[src/include/state_cache_cfg.svh]
`ifndef STATE_CACHE_CFG_SVH
`define STATE_CACHE_CFG_SVH

// Flow key width in bits
`define SC_KEY_W 16

// Number of state IDs and the ID width
`define SC_NUM_IDS 16
`define SC_ID_W 4

// Statistics counter width
`define SC_CNT_W 32

`endif

[src/verilog/state_cache_pkg.sv]
`default_nettype none

`include "state_cache_cfg.svh"

package state_cache_pkg;

    // ------------------------------------------------------------
    // Vector types
    // ------------------------------------------------------------
    typedef logic [`SC_KEY_W-1:0]   key_t;
    typedef logic [`SC_ID_W-1:0]    id_t;
    typedef logic [`SC_NUM_IDS-1:0] id_mask_t;
    typedef logic [`SC_CNT_W-1:0]   cnt_t;

    // ------------------------------------------------------------
    // Structs
    // ------------------------------------------------------------
    // Lookup outcome, also used as the counter event
    typedef struct packed {
        logic tracked;
        logic is_new;
        id_t  id;
    } lookup_result_t;

    // Insert into the key table
    typedef struct packed {
        id_t  id;
        key_t key;
    } table_write_t;

    // Delete response; err set when the ID was not in use
    typedef struct packed {
        logic err;
        key_t key;
    } delete_resp_t;

    typedef enum logic [1:0] {
        IDLE    = 2'd0,
        READ    = 2'd1,
        CLEAR   = 2'd2,
        RESPOND = 2'd3
    } delete_state_t;

endpackage : state_cache_pkg

`default_nettype wire

[src/verilog/key_table.sv]
`timescale 1ns/1ps
`default_nettype none

`include "state_cache_cfg.svh"

module key_table (
    input  wire                           clk,
    input  wire                           htable_srst,
    input  wire state_cache_pkg::key_t    i_search_key,
    output logic                          o_hit,
    output state_cache_pkg::id_t          o_hit_id,
    input  wire                           i_insert_valid,
    input  wire state_cache_pkg::table_write_t i_insert,
    input  wire                           i_clear_valid,
    input  wire state_cache_pkg::id_t     i_clear_id,
    input  wire state_cache_pkg::id_t     i_read_id,
    output state_cache_pkg::key_t         o_read_key,
    output logic                          o_read_valid
);

    import state_cache_pkg::*;

    key_t     keys [`SC_NUM_IDS];
    id_mask_t valid;

    // Associative search, lowest matching ID wins
    always_comb begin
        o_hit    = 1'b0;
        o_hit_id = '0;
        for (int i = 0; i < `SC_NUM_IDS; i++) begin
            if (!o_hit && valid[i] && (keys[i] == i_search_key)) begin
                o_hit    = 1'b1;
                o_hit_id = id_t'(i);
            end
        end
    end

    // Valid bits
    always_ff @(posedge clk) begin
        if (htable_srst) begin
            valid <= '0;
        end else begin
            if (i_insert_valid) begin
                valid[i_insert.id] <= 1'b1;
            end
            if (i_clear_valid) begin
                valid[i_clear_id] <= 1'b0;
            end
        end
    end

    // Key storage
    always_ff @(posedge clk) begin
        if (i_insert_valid) begin
            keys[i_insert.id] <= i_insert.key;
        end
    end

    assign o_read_key   = keys[i_read_id];
    assign o_read_valid = valid[i_read_id];

    assert property (@(posedge clk) disable iff (htable_srst)
        i_insert_valid |-> !valid[i_insert.id]);

endmodule : key_table

`default_nettype wire

[src/verilog/id_allocator.sv]
`timescale 1ns/1ps
`default_nettype none

`include "state_cache_cfg.svh"

module id_allocator (
    input  wire                       clk,
    input  wire                       htable_srst,
    output logic                      o_free_valid,
    output state_cache_pkg::id_t      o_free_id,
    input  wire                       i_take,
    input  wire                       i_release_valid,
    input  wire state_cache_pkg::id_t i_release_id
);

    import state_cache_pkg::*;

    id_mask_t free_ids;
    id_mask_t free_nxt;

    // ------------------------------------------------------------
    // Lowest free ID
    // ------------------------------------------------------------
    always_comb begin
        o_free_id = '0;
        for (int i = `SC_NUM_IDS - 1; i >= 0; i--) begin
            if (free_ids[i]) begin
                o_free_id = id_t'(i);
            end
        end
    end

    assign o_free_valid = |free_ids;

    // ------------------------------------------------------------
    // Free vector update
    // ------------------------------------------------------------
    always_comb begin
        free_nxt = free_ids;
        if (i_take) begin
            free_nxt[o_free_id] = 1'b0;
        end
        // Release and take may land in the same cycle
        if (i_release_valid) begin
            free_nxt[i_release_id] = 1'b1;
        end
    end

    always_ff @(posedge clk) begin
        if (htable_srst) begin
            free_ids <= '1;
        end else begin
            free_ids <= free_nxt;
        end
    end

    assert property (@(posedge clk) disable iff (htable_srst)
        i_release_valid |-> !free_ids[i_release_id]);

endmodule : id_allocator

`default_nettype wire

[src/verilog/lookup_stage.sv]
`timescale 1ns/1ps
`default_nettype none

module lookup_stage (
    input  wire                             clk,
    input  wire                             htable_srst,
    input  wire                             i_lookup_valid,
    input  wire state_cache_pkg::key_t      i_lookup_key,
    output logic                            o_lookup_ready,
    output logic                            o_result_valid,
    output state_cache_pkg::lookup_result_t o_result,
    input  wire                             i_result_ready,
    input  wire                             i_hold,
    output state_cache_pkg::key_t           o_search_key,
    input  wire                             i_hit,
    input  wire state_cache_pkg::id_t       i_hit_id,
    input  wire                             i_free_valid,
    input  wire state_cache_pkg::id_t       i_free_id,
    output logic                            o_alloc_take,
    output logic                            o_insert_valid,
    output state_cache_pkg::table_write_t   o_insert,
    output logic                            o_event_valid,
    output state_cache_pkg::lookup_result_t o_event
);

    import state_cache_pkg::*;

    logic           accept;
    lookup_result_t next_result;

    // Stall while a delete runs or a result waits for the client
    assign o_lookup_ready = !i_hold && (!o_result_valid || i_result_ready);
    assign accept         = i_lookup_valid && o_lookup_ready;

    // Search uses the presented key, resolved in the same cycle
    assign o_search_key = i_lookup_key;

    // ------------------------------------------------------------
    // Decision: hit, insert or not tracked
    // ------------------------------------------------------------
    always_comb begin
        next_result = '0;
        if (i_hit) begin
            next_result.tracked = 1'b1;
            next_result.id      = i_hit_id;
        end else if (i_free_valid) begin
            next_result.tracked = 1'b1;
            next_result.is_new  = 1'b1;
            next_result.id      = i_free_id;
        end
    end

    // Auto-insert on a miss when an ID is on offer
    assign o_alloc_take   = accept && !i_hit && i_free_valid;
    assign o_insert_valid = o_alloc_take;
    assign o_insert.id    = i_free_id;
    assign o_insert.key   = i_lookup_key;

    assign o_event_valid = accept;
    assign o_event       = next_result;

    // ------------------------------------------------------------
    // Result register
    // ------------------------------------------------------------
    always_ff @(posedge clk) begin
        if (htable_srst) begin
            o_result_valid <= 1'b0;
        end else if (accept) begin
            o_result_valid <= 1'b1;
        end else if (i_result_ready) begin
            o_result_valid <= 1'b0;
        end
    end

    always_ff @(posedge clk) begin
        if (accept) begin
            o_result <= next_result;
        end
    end

    // A waiting result holds still until the client takes it
    assert property (@(posedge clk) disable iff (htable_srst)
        o_result_valid && !i_result_ready |=> o_result_valid && $stable(o_result));

endmodule : lookup_stage

`default_nettype wire

[src/verilog/delete_fsm.sv]
`timescale 1ns/1ps
`default_nettype none

module delete_fsm (
    input  wire                           clk,
    input  wire                           htable_srst,
    input  wire                           i_delete_valid,
    input  wire state_cache_pkg::id_t     i_delete_id,
    output logic                          o_delete_ready,
    output logic                          o_delete_resp_valid,
    output state_cache_pkg::delete_resp_t o_delete_resp,
    input  wire                           i_delete_resp_ready,
    output logic                          o_busy,
    output state_cache_pkg::id_t          o_read_id,
    input  wire state_cache_pkg::key_t    i_read_key,
    input  wire                           i_read_valid,
    output logic                          o_clear_valid,
    output state_cache_pkg::id_t          o_clear_id,
    output logic                          o_release_valid,
    output state_cache_pkg::id_t          o_release_id
);

    import state_cache_pkg::*;

    delete_state_t state;
    delete_state_t state_nxt;

    id_t  del_id;
    key_t del_key;
    logic del_valid;

    // ------------------------------------------------------------
    // State register and next state
    // ------------------------------------------------------------
    always_ff @(posedge clk) begin
        if (htable_srst) begin
            state <= IDLE;
        end else begin
            state <= state_nxt;
        end
    end

    always_comb begin
        state_nxt = state;
        case (state)
            IDLE:    if (i_delete_valid) state_nxt = READ;
            READ:    state_nxt = CLEAR;
            CLEAR:   state_nxt = RESPOND;
            RESPOND: if (i_delete_resp_ready) state_nxt = IDLE;
            default: state_nxt = IDLE;
        endcase
    end

    // ------------------------------------------------------------
    // Context
    // ------------------------------------------------------------
    always_ff @(posedge clk) begin
        if (state == IDLE && i_delete_valid) begin
            del_id <= i_delete_id;
        end
        if (state == READ) begin
            del_key   <= i_read_key;
            del_valid <= i_read_valid;
        end
    end

    assign o_delete_ready = (state == IDLE);
    assign o_busy         = (state != IDLE);
    assign o_read_id      = del_id;

    // Clear and release only an entry that was in use
    assign o_clear_valid   = (state == CLEAR) && del_valid;
    assign o_clear_id      = del_id;
    assign o_release_valid = o_clear_valid;
    assign o_release_id    = del_id;

    assign o_delete_resp_valid = (state == RESPOND);
    assign o_delete_resp.err   = !del_valid;
    assign o_delete_resp.key   = del_key;

    // Response holds until the client takes it
    assert property (@(posedge clk) disable iff (htable_srst)
        o_delete_resp_valid && !i_delete_resp_ready
        |=> o_delete_resp_valid && $stable(o_delete_resp));

endmodule : delete_fsm

`default_nettype wire

[src/verilog/stat_counters.sv]
`timescale 1ns/1ps
`default_nettype none

module stat_counters (
    input  wire                             clk,
    input  wire                             htable_srst,
    input  wire                             i_event_valid,
    input  wire state_cache_pkg::lookup_result_t i_event,
    input  wire                             i_cnt_clear,
    output state_cache_pkg::cnt_t           o_cnt_req,
    output state_cache_pkg::cnt_t           o_cnt_existing,
    output state_cache_pkg::cnt_t           o_cnt_new,
    output state_cache_pkg::cnt_t           o_cnt_not_tracked
);

    import state_cache_pkg::*;

    logic           ev_valid;
    lookup_result_t ev;
    logic [3:0]     inc;
    cnt_t           cnt [4];

    // Register the event first
    always_ff @(posedge clk) begin
        if (htable_srst) begin
            ev_valid <= 1'b0;
        end else begin
            ev_valid <= i_event_valid;
        end
    end

    always_ff @(posedge clk) begin
        if (i_event_valid) begin
            ev <= i_event;
        end
    end

    // Request count plus exactly one class
    assign inc[0] = ev_valid;
    assign inc[1] = ev_valid && ev.tracked && !ev.is_new;
    assign inc[2] = ev_valid && ev.tracked && ev.is_new;
    assign inc[3] = ev_valid && !ev.tracked;

    always_ff @(posedge clk) begin
        for (int i = 0; i < 4; i++) begin
            if (htable_srst || i_cnt_clear) begin
                cnt[i] <= '0;
            end else if (inc[i]) begin
                cnt[i] <= cnt[i] + 1'b1;
            end
        end
    end

    assign o_cnt_req         = cnt[0];
    assign o_cnt_existing    = cnt[1];
    assign o_cnt_new         = cnt[2];
    assign o_cnt_not_tracked = cnt[3];

endmodule : stat_counters

`default_nettype wire

[src/verilog/state_cache_top.sv]
`timescale 1ns/1ps
`default_nettype none

module state_cache_top (
    input  wire                            clk,
    input  wire                            htable_srst,

    // Lookup request and result
    input  wire                            i_lookup_valid,
    input  wire state_cache_pkg::key_t     i_lookup_key,
    output logic                           o_lookup_ready,
    output logic                           o_result_valid,
    output state_cache_pkg::lookup_result_t o_result,
    input  wire                            i_result_ready,

    // Delete request and response
    input  wire                            i_delete_valid,
    input  wire state_cache_pkg::id_t      i_delete_id,
    output logic                           o_delete_ready,
    output logic                           o_delete_resp_valid,
    output state_cache_pkg::delete_resp_t  o_delete_resp,
    input  wire                            i_delete_resp_ready,

    // Statistics
    input  wire                            i_cnt_clear,
    output state_cache_pkg::cnt_t          o_cnt_req,
    output state_cache_pkg::cnt_t          o_cnt_existing,
    output state_cache_pkg::cnt_t          o_cnt_new,
    output state_cache_pkg::cnt_t          o_cnt_not_tracked
);

    import state_cache_pkg::*;

    // ------------------------------------------------------------
    // Internal wiring
    // ------------------------------------------------------------
    key_t           search_key;
    logic           hit;
    id_t            hit_id;

    logic           free_valid;
    id_t            free_id;
    logic           alloc_take;

    logic           insert_valid;
    table_write_t   insert;

    logic           busy;
    id_t            read_id;
    key_t           read_key;
    logic           read_valid;
    logic           clear_valid;
    id_t            clear_id;
    logic           release_valid;
    id_t            release_id;

    logic           event_valid;
    lookup_result_t event_data;

    // ------------------------------------------------------------
    // Lookup path
    // ------------------------------------------------------------
    lookup_stage u_lookup_stage (
        .clk            (clk),
        .htable_srst    (htable_srst),
        .i_lookup_valid (i_lookup_valid),
        .i_lookup_key   (i_lookup_key),
        .o_lookup_ready (o_lookup_ready),
        .o_result_valid (o_result_valid),
        .o_result       (o_result),
        .i_result_ready (i_result_ready),
        .i_hold         (busy),
        .o_search_key   (search_key),
        .i_hit          (hit),
        .i_hit_id       (hit_id),
        .i_free_valid   (free_valid),
        .i_free_id      (free_id),
        .o_alloc_take   (alloc_take),
        .o_insert_valid (insert_valid),
        .o_insert       (insert),
        .o_event_valid  (event_valid),
        .o_event        (event_data)
    );

    key_table u_key_table (
        .clk            (clk),
        .htable_srst    (htable_srst),
        .i_search_key   (search_key),
        .o_hit          (hit),
        .o_hit_id       (hit_id),
        .i_insert_valid (insert_valid),
        .i_insert       (insert),
        .i_clear_valid  (clear_valid),
        .i_clear_id     (clear_id),
        .i_read_id      (read_id),
        .o_read_key     (read_key),
        .o_read_valid   (read_valid)
    );

    id_allocator u_id_allocator (
        .clk             (clk),
        .htable_srst     (htable_srst),
        .o_free_valid    (free_valid),
        .o_free_id       (free_id),
        .i_take          (alloc_take),
        .i_release_valid (release_valid),
        .i_release_id    (release_id)
    );

    // ------------------------------------------------------------
    // Delete path and statistics
    // ------------------------------------------------------------
    delete_fsm u_delete_fsm (
        .clk                 (clk),
        .htable_srst         (htable_srst),
        .i_delete_valid      (i_delete_valid),
        .i_delete_id         (i_delete_id),
        .o_delete_ready      (o_delete_ready),
        .o_delete_resp_valid (o_delete_resp_valid),
        .o_delete_resp       (o_delete_resp),
        .i_delete_resp_ready (i_delete_resp_ready),
        .o_busy              (busy),
        .o_read_id           (read_id),
        .i_read_key          (read_key),
        .i_read_valid        (read_valid),
        .o_clear_valid       (clear_valid),
        .o_clear_id          (clear_id),
        .o_release_valid     (release_valid),
        .o_release_id        (release_id)
    );

    stat_counters u_stat_counters (
        .clk               (clk),
        .htable_srst       (htable_srst),
        .i_event_valid     (event_valid),
        .i_event           (event_data),
        .i_cnt_clear       (i_cnt_clear),
        .o_cnt_req         (o_cnt_req),
        .o_cnt_existing    (o_cnt_existing),
        .o_cnt_new         (o_cnt_new),
        .o_cnt_not_tracked (o_cnt_not_tracked)
    );

endmodule : state_cache_top

`default_nettype wire

[config.mk]
export PLATFORM = sky130hd
export DESIGN_NAME = state_cache_top
export DESIGN_NICKNAME = d
export VERILOG_FILES = /design/src/verilog/state_cache_pkg.sv /design/src/verilog/key_table.sv /design/src/verilog/id_allocator.sv /design/src/verilog/lookup_stage.sv /design/src/verilog/delete_fsm.sv /design/src/verilog/stat_counters.sv /design/src/verilog/state_cache_top.sv
export VERILOG_INCLUDE_DIRS = /design/src /design/src/include
export SDC_FILE = /design/constraint.sdc
export NUM_CORES = 1
export LEC_CHECK = 0
export BUFFER_PORTS_ARGS = -buffer_cell sky130_fd_sc_hd__buf_2
export CAP_MARGIN = 30
export CORE_MARGIN = 4
export CORE_UTILIZATION = 25
export CTS_CLUSTER_DIAMETER = 60
export DETAILED_ROUTE_END_ITERATION = 16
export PLACE_DENSITY_LB_ADDON = 0.12
export SLEW_MARGIN = 10
export SYNTH_ARGS = -nofsm -noshare
export SYNTH_HDL_FRONTEND = slang
export SYNTH_SLANG_ARGS = --single-unit
[constraint.sdc]
create_clock -name clk -period 9.3 [get_ports clk]
set_input_delay 0.93 -clock clk [delete_from_list [all_inputs] [get_ports clk]]
set_output_delay 0.93 -clock clk [all_outputs]
set_load 0.02 [all_outputs]
After elaboration in Yosys (flattened, before gate mapping)
Memory sizes are Yosys's and may differ from the RTL's. A register that Yosys moved wholly into a read port is not among the register bits.
Cells that the tools add are included.

operators by class
  add/sub/neg operators = 4
  multipliers = 0
  div/mod/pow operators = 0
  order comparisons = 4
  equal/unequal tests = 21
  shifts and indexed selects = 0
  multiplexer cells = 85
  bitwise gates (word level) = 10
  reduce and logical (&&, ||, !) cells = 71

operator list
  kind                                                                   count
  16-bit equality test                                                   16
  32-bit by 1-bit adder with 32-bit output, second input constant        4
  32-bit two-way mux                                                     4
  4-bit two-way mux                                                      25
  16-bit two-way mux                                                     5
  1-bit logical AND                                                      43
  1-bit two-way mux                                                      38
  16-bit AND                                                             2
  16-bit NOT                                                             2
  16-bit OR                                                              2
  1-bit zero test                                                        21
  16-bit OR reduction                                                    1
  3-bit two-way mux                                                      4
  4-bit by 5-bit < comparator with 1-bit output, second input constant   2
  1-bit demux with 4-bit select                                          2
  4-bit by 1-bit >= comparator with 1-bit output, second input constant  2
  2-bit two-way mux                                                      4
  2-bit one-hot mux with 4 select lines                                  1
  6-bit two-way mux                                                      1
  1-bit binary-select mux with 4-bit select                              1
  2-bit equality test, second input constant                             2
  1-bit OR                                                               4
  2-bit nonzero test                                                     2
  2-bit by 1-bit equality test with 1-bit output, second input constant  1
  5 further kinds                                                        6

storage, ports and cells
  register bits after elaboration = 47
  bits in latches = 0
  memory bits (writable) = 384
  memory bits (read-only) = 0
  bits of input ports = 27
  output and inout bits = 155
  word-level logic and storage cells = 207
  memories = 2

memories
  memory               depth  width  rd ports  clocked after Yosys merged registers in  write ports  RTL line             text
  u_key_table.keys     16     16     17        1                                        1            key_table.sv:23      key_t keys [`SC_NUM_IDS];
  u_stat_counters.cnt  4      32     4         0                                        4            stat_counters.sv:21  cnt_t cnt [4];

Depth between registers and ports, before layout
Gate-level depths: netlist (run 1).
An unclocked memory read counts as a cell.

  word-level depth = 71
  depth in mapped cells = 11
  gate-level depth less buffers = 9

Hierarchy
From an unflattened synthesis (run 1), not the netlist that was laid out.

unflattened totals
  cell total of the unflattened synthesis = 1,805
  area, all modules = 23,387.4 um^2

by module, submodules not included
  module         times used  cells each  area an instance (um^2)  seq. area each (um^2)
  key_table      1           862         13,614.3                 8,007.7
  stat_counters  1           721         7,410.9                  3,923.8
  id_allocator   1           112         898.4                    320.3
  delete_fsm     1           51          883.3                    670.6
  lookup_stage   1           59          580.6                    200.2

Least setup slack after synthesis (run 1)
OpenSTA, ideal clock, no wires.

  kind = input to register
  start point = input port i_lookup_key[9]
  end point = memory u_key_table.keys[12][0] in the netlist's numbering, enable pin
  library setup time = 0.430 ns
  arrival time = 4.025 ns
  required time = 8.870 ns
  path slack = 4.845 ns
  cell stages on the path = 11
  path buffers = 3
  path through = buf_4 > buf_8 > xnor2_1 > nand4_1 > nor3_1 > a22oi_4 > o211ai_4 > nor4_4 > buf_6 > nand4_4 > nor4_1

on the way
  longest elaborated chain between the ends = 68
  elaborated cells between the ends (all ways) = 83
  classes of those cells = eq/ne (16); mux (18); reduce/logical (49)

ends and longest elaborated chain
  element                                      RTL line               text
  from (decl)                                  state_cache_top.sv:10  input wire state_cache_pkg::key_t i_lookup_key,
  16-bit equality test                         key_table.sv:31        if (!o_hit && valid[i] && (keys[i] == i_search_key)) begin
  1-bit logical AND                            key_table.sv:31
  1-bit two-way mux                            key_table.sv:31
  1-bit zero test                              key_table.sv:31
  1-bit logical AND (2 in series)              key_table.sv:31
  1-bit two-way mux                            key_table.sv:31
  1-bit zero test                              key_table.sv:31
  1-bit logical AND (2 in series)              key_table.sv:31
  [48 not listed]                              n/a
  1-bit two-way mux                            key_table.sv:31
  1-bit zero test                              key_table.sv:31
  1-bit logical AND (2 in series)              key_table.sv:31
  1-bit two-way mux (*)                        key_table.sv:31
  1-bit zero test (*)                          lookup_stage.sv:54     assign o_alloc_take = accept && !i_hit && i_free_valid;
  1-bit logical AND (*) (2 in series)          lookup_stage.sv:54
  1-bit two-way mux (*)                        key_table.sv:54        if (i_insert_valid) begin
  1-bit two-way mux (implied by the code) (*)  key_table.sv:55        keys[i_insert.id] <= i_insert.key;
  to (decl)                                    key_table.sv:23

Every way passes the cells marked *; elsewhere a longest branch is shown, timed or not.

Final worst setup path (run 1)
  start point = input port i_lookup_key[0]
  end point = memory u_key_table.keys[10][3] in the netlist's numbering, enable pin

The elaborated chain is that of the path after synthesis.

==> results_dict.tcl, run 1 <==
set metrics [dict create \
    status "completed" \
    syn_area_per_cell_sq_um 13.1 \
    holdBufCountCts 0 \
    drive_gt1_share_pct 21.6 \
    vias_per_cell 4.75 \
    synth-simple-area-share_pct 14.8 \
    antenna_found_initial 7 \
    path_max_fanout 32 \
    ys_types 69 \
    coreArea_sq_um 91800 \
    num_vias 15600 \
    routed_wl_um 76800 \
    grt_overflow 0 \
    die_area_sq_um 97600 \
    root_buffer "clkbuf_16" \
    end_kind "flip-flop" \
    multi_input_area_sq_um 9550 \
    grt_max_degree 50 \
    combPwrFrac_pct 17.8 \
    clkLatencyLatePin_ps 620 \
    muxShareOfSynthArea_pct 8.31 \
    switching_share_pct 29.3 \
    routedWlPerCell_um 23.5 \
    place_ws_ps 4420 \
    synth_nets 1810 \
    synth_commonest_cells "edfxtp_1, xnor2_1, xor2_1" \
    die_y_um 312 \
    rsz0062_at_grt "false" \
    dp_hpwl_um 54700 \
    cts_tree "yes" \
    maxCapViolCount 0 \
    crit_type "input port to flip-flop" \
    clockBufferDepth 3 \
    synth_seq_area_share_pct 56.4 \
    finalHoldViolCount 0 \
    fp-row-count 111 \
    r2r_end "u_key_table.keys[10][3]" \
    period_minus_slack_ps 4290 \
    start_kind "input port" \
    drc 0 \
    min_to "u_delete_fsm.o_clear_id[2]" \
    timing.slew.headroom_pct 33.6 \
    p_sw_mw 1.70 \
    cts.sinks 447 \
    cp.required_ps 9590 \
    netlist_area_sq_um 23200 \
    finalClockSkew_ps 17.8 \
    clkSlewWorstSetupHoldPaths_ps 50 \
    critPathArrivalTime_ps 4580 \
    grt_use_total_pct 15.2 \
    fp.dieW_um 312 \
    nets 2011 \
    ctsResizeCount 0 \
    place.gp.congestion 0.877 \
    start_util_pct 25.2 \
    seq_area_sq_um 13100 \
    finalSetupTns_ps 0 \
    fillers 9343 \
    finalMaxSlewViolations 0 \
    post_cts_buffers 0 \
    cts_made_buffers 61 \
    grt_pass1_wl_um 111000 \
    synthToLayoutAreaGrowth_pct 18.6 \
    setup_violations 0 \
    rr_worst_depth 10 \
    drt-pass1-iter-count 5 \
    yosysWarnings 0 \
    leakagePower_nw 9.04 \
    internal-power_mw 4.08 \
    antenna_left 0 \
    power_density_nw_per_um2 210 \
    min_path_cells 1 \
    synth_area_leaders "edfxtp_1, mux4_2, xnor2_1, xor2_1, dfxtp_1" \
    min_path_type "input port to flip-flop" \
    layout_setup_ws_ps 5010 \
    yosysMostFrequentCell "edfxtp_1" \
    synth-edff-count 411 \
    h-tree-depth 2 \
    synth_top_cell_by_area "edfxtp_1" \
    worstHoldStart "i_delete_id[2]" \
    tightest_slew_ps 996 \
    synthXorXnorAreaFrac_pct 13.5 \
    synth_seq_cells 447 \
    synth_fa_ha_area_share_pct 0.432 \
    timing.rr.start "u_key_table.keys[10][0]" \
    synthCells 1775 \
    whs_ps 493 \
    vdd_ir_drop_max_uv 139 \
    clkPwrFrac_pct 39.9 \
    max_clock_freq_mhz 233 \
    synthArstFlopShare_pct 0 \
    synth_top_area_share_pct 53.3 \
    seqPwrFrac_pct 42.3 \
    io_buffers 181 \
    synth-compound-area-share_pct 3.71 \
    timing.final.crit_share_pct 46.2 \
    synth_flop_cell "edfxtp_1" \
    drtIter0Drc 1180 \
    boundaryPins 182 \
    worst-r2r-setup-slack_ps 5630 \
    grt_pass1_vias 15600 \
    synth_top_family_by_area "simple AND/OR/NAND/NOR gates" \
]
cell usage in the layout, fill, tap and decap left out, drive strengths merged, types with 21 or more instances in the layout:
master	synthesis	layout
nor3	36	36
a21oi	41	41
dfxtp	36	36
buf	46	217
edfxtp	411	411
xor2	173	173
nand3	75	75
nand2	100	100
nand4	83	83
nor2	159	159
clkinv	0	27
o21ai	33	33
mux4	85	85
inv	31	34
and4	21	21
and3	25	25
nor4	39	39
xnor2	184	184
clkbuf	34	72
worst max-delay path, stage by stage:
cell and delay, ps:
buf_2 660, xor2_1 430, nor4_1 110, nand4b_1 120
or3_1 190, nand4_2 180, nor4_4 320, buf_4 270
nand3_2 660, nor3_2 350, buf_4 310
registers in the layout, indices dropped and copies added, names as in the netlist:
register	count
u_delete_fsm.o_clear_id	4
u_stat_counters.ev_valid	1
u_id_allocator.free_ids	16
u_stat_counters.cnt	128
u_lookup_stage.o_result_valid	1
u_key_table.keys	256
u_delete_fsm.del_valid	1
u_stat_counters.ev	1
u_delete_fsm.state	2
u_lookup_stage.o_result	5
u_key_table.valid	16
u_delete_fsm.del_key	16
worst max-delay path by stage:
| stage | start | to | slack (ps) | cells past startpoint |
|---|---|---|---|---|
| floorplan | i_lookup_key[9] | u_key_table.keys[12][0] | 4840 | 11 |
| global placement | i_lookup_key[14] | u_key_table.keys[8][4] | 4280 | 10 |
| detailed placement | i_lookup_key[14] | u_key_table.keys[10][14] | 4420 | 11 |
| CTS | i_lookup_key[14] | u_key_table.keys[10][15] | 5060 | 11 |
| global route | i_lookup_key[14] | u_key_table.keys[11][3] | 4800 | 11 |
| finish | i_lookup_key[0] | u_key_table.keys[10][3] | 5010 | 11 |
power groups by stage:
stage	registers [mW]	clock network, mW	logic, mW
finish	2.44	2.30	1.03
global route	2.46	2.46	1.10
CTS	2.45	2.38	1.05
detailed placement	2.48	0	1.04
global placement	2.49	0	1.05
floorplan	2.55	0	0.538
layout make-up:
type / count / area share [%]
Sequential cell: 447 / 47.5
Antenna cell: 4 / 0.0364
Tap cell: 1243 / 5.66
Timing Repair Buffer: 218 / 4.46
Multi-Input combinational cell: 1217 / 34.7
Clock buffer: 71 / 5.73
Inverter: 31 / 0.423
Clock inverter: 40 / 1.42
metal layers:
| layer | global-route usage (%) | part of all wire (%) | vias up |
|---|---|---|---|
| met1 | 20.8 | 45 | 7887 |
| met5 | 0 | 0.035 | - |
| met4 | 4.47 | 2.8 | 4 |
| met2 | 24.4 | 46 | 439 |
| met3 | 3.16 | 5.6 | 118 |
| li1 | - | - | 7104 |
logic make-up (layout without fill, tap and decap cells):
logic type	Yosys count	after routing
AND/OR/NAND/NOR	639	639
flip-flops	447	447
XOR/XNOR	357	357
AO/OA/AOI/OAI	127	127
buffers and inverters	111	360
multiplexers	86	86
adder cells (fa/ha/maj)	8	8
other	0	4
through the flow:
step	power [mW]	area, sq um	util, %	std cells
4_1_cts	5.88	27500	29.9	3266
3_3_place_gp	3.53	25400	27.7	3152
5_1_grt	6.02	27500	29.9	3267
3_5_place_dp	3.53	25500	27.8	3155
2_1_floorplan	3.09	23200	-	1775
6_report	5.78	27500	29.9	3271
Power figures use the tool's default switching activity.
==> run 2, diff against run 1 <==
==> constraint.sdc (replaced) <==
create_clock -name clk -period 4.2 [get_ports clk]
set_input_delay 0.42 -clock clk [delete_from_list [all_inputs] [get_ports clk]]
set_output_delay 0.42 -clock clk [all_outputs]
set_load 0.02 [all_outputs]
==> run 2 against run 1 <==
Critical path depth down 1. Clock-buffer cell count up 6. Core utilization up 0.49 points. Sequential power up 120%. Die area unchanged. Worst setup slack worse by 4100 ps. Total power up 120%. Clock power up 120%. Combinational power up 120%. Critical endpoint is now u_key_table.keys[4][5]. Largest power group unchanged.
==> results_dict.tcl, run 2 (synthesized netlist as in run 1, its figures left out) <==
set metrics [dict create \
    status "completed" \
    holdBufCountCts 4 \
    cts.sinks 447 \
    h-tree-depth 2 \
    path_max_fanout 16 \
    fp-row-count 111 \
    dp_hpwl_um 56800 \
    tightest_slew_ps 883 \
    crit_type "flip-flop to flip-flop" \
    drc 0 \
    top_register "u_key_table.keys" \
    drtIter0Drc 1332 \
    cp_slowest_cell "edfxtp_1" \
    period_minus_slack_ps 3260 \
    vdd_ir_drop_max_uv 358 \
    cp.buffers_inverters 2 \
    leakagePower_nw 9.29 \
    place.gp.congestion 0.875 \
    routedWlPerCell_um 23.5 \
    finalClockSkew_ps 28.0 \
    rsz0062_at_grt "false" \
    coreArea_sq_um 91800 \
    max_clock_freq_mhz 306 \
    largestRegisters "u_key_table.keys x256, u_stat_counters.cnt x128" \
    maxCapViolCount 0 \
    clkSlewWorstSetupHoldPaths_ps 60 \
    start_kind "flip-flop" \
    grt_use_total_pct 15.5 \
    clkLatencyLatePin_ps 630 \
    layout_common_cells "edfxtp_1, xnor2_1, buf_2" \
    boundaryPins 182 \
    start_util_pct 25.2 \
    die_y_um 312 \
    critPathTopFamily "simple AND/OR/NAND/NOR gates" \
    timing.slew.headroom_pct 41.0 \
    wl_met1_um 37300 \
    wl_met2_um 33900 \
    routed.top_layer "met5" \
    cp.required_ps 4500 \
    timing.final.crit_share_pct 77.7 \
    cts_tree "yes" \
    post_cts_buffers 0 \
    ctsResizeCount 0 \
    wl_met3_um 4460 \
    end_kind "flip-flop" \
    vias_per_cell 4.75 \
    critPathArrivalTime_ps 3560 \
    final_common_cell "edfxtp_1" \
    max_stage_delay_ps 410 \
    finalHoldViolCount 0 \
    routed_wl_um 77600 \
    antenna_left 0 \
    synthToLayoutAreaGrowth_pct 20.6 \
    crit_chain "xor2_1 > nor2_1 > nor4bb_1 > a22oi_4 > o211ai_4 > nor4_4 > buf_4 > nand4_4 > nor4_2 > buf_4" \
    io_buffers 181 \
    die_area_sq_um 97600 \
    min_path_type "input port to flip-flop" \
    grt_overflow 0 \
    drt-pass1-iter-count 5 \
    cts_made_buffers 61 \
    p_total_mw 12.9 \
    largest_reg_flops 256 \
    drive_gt1_share_pct 22.9 \
    clockBufferDepth 3 \
    power_density_nw_per_um2 462 \
    cp_common_cell "buf_4" \
    grt_max_degree 45 \
    fp.dieW_um 312 \
    setup_violations 0 \
    grt_pass1_wl_um 113000 \
    finalMaxSlewViolations 0 \
    finalSetupTns_ps 0 \
    root_buffer "clkbuf_16" \
    num_vias 15700 \
    grt_pass1_vias 15600 \
    nets 2046 \
    antenna_found_initial 5 \
]
==> run 2: worst paths after layout <==
check	to	cells past startpoint	start	slack, ps
min	u_lookup_stage.o_result_valid	3	i_result_ready	90
max	u_key_table.keys[4][5]	10	u_key_table.keys[12][8]	940
min reg2reg	u_id_allocator.free_ids[12]	2	u_id_allocator.free_ids[12]	490
max reg2reg	u_key_table.keys[4][5]	10	u_key_table.keys[12][8]	940
==> run 2: worst register-to-register path, cell delays in order, from the launching register on <==
cell and delay [ps]:
edfxtp_1 410, xor2_1 390, nor2_1 70, nor4bb_1 160, a22oi_4 280, o211ai_4 130
nor4_4 390, buf_4 270, nand4_4 190, nor4_2 280, buf_4 360
==> run 2: report_power, final <==
group          total (mW)  internal, mW  switching (mW)
Clock                5.16          3.07            2.09
Sequential           5.42          5.20           0.223
Combinational        2.31         0.853            1.46
Total                12.9          9.12            3.78
==> run 2: cell type report <==
cell class	count	area [sq um]
clock buffers	77	1670
well taps	1243	1560
inverters	31	116
multi-input cells	1217	9550
fillers	9296	63900
clock inverters	34	329
flip-flops and latches	447	13100
repair buffers	253	1640
diodes	4	10.0
==> run 2: through the flow <==
step / worst slack [ps] / cells / cell area, sq um / hold WS, ps / util, %
floorplan: 255 / 1775 / 23200 / 448 / -
global route: 810 / 3302 / 27900 / 68.4 / 30.4
finish: 937 / 3306 / 27900 / 93.6 / 30.4
detailed placement: 308 / 3187 / 25900 / 475 / 28.2
CTS: 907 / 3302 / 27900 / 31.6 / 30.4
global placement: 226 / 3183 / 25800 / 469 / 28.1
==> run 2: layer usage <==
layer / vias up / global-route usage [%]
met2: 463 / 23.5
met4: 2 / 3.90
li1: 7183 / -
met3: 89 / 2.88
met5: - / 0
met1: 7952 / 22.8
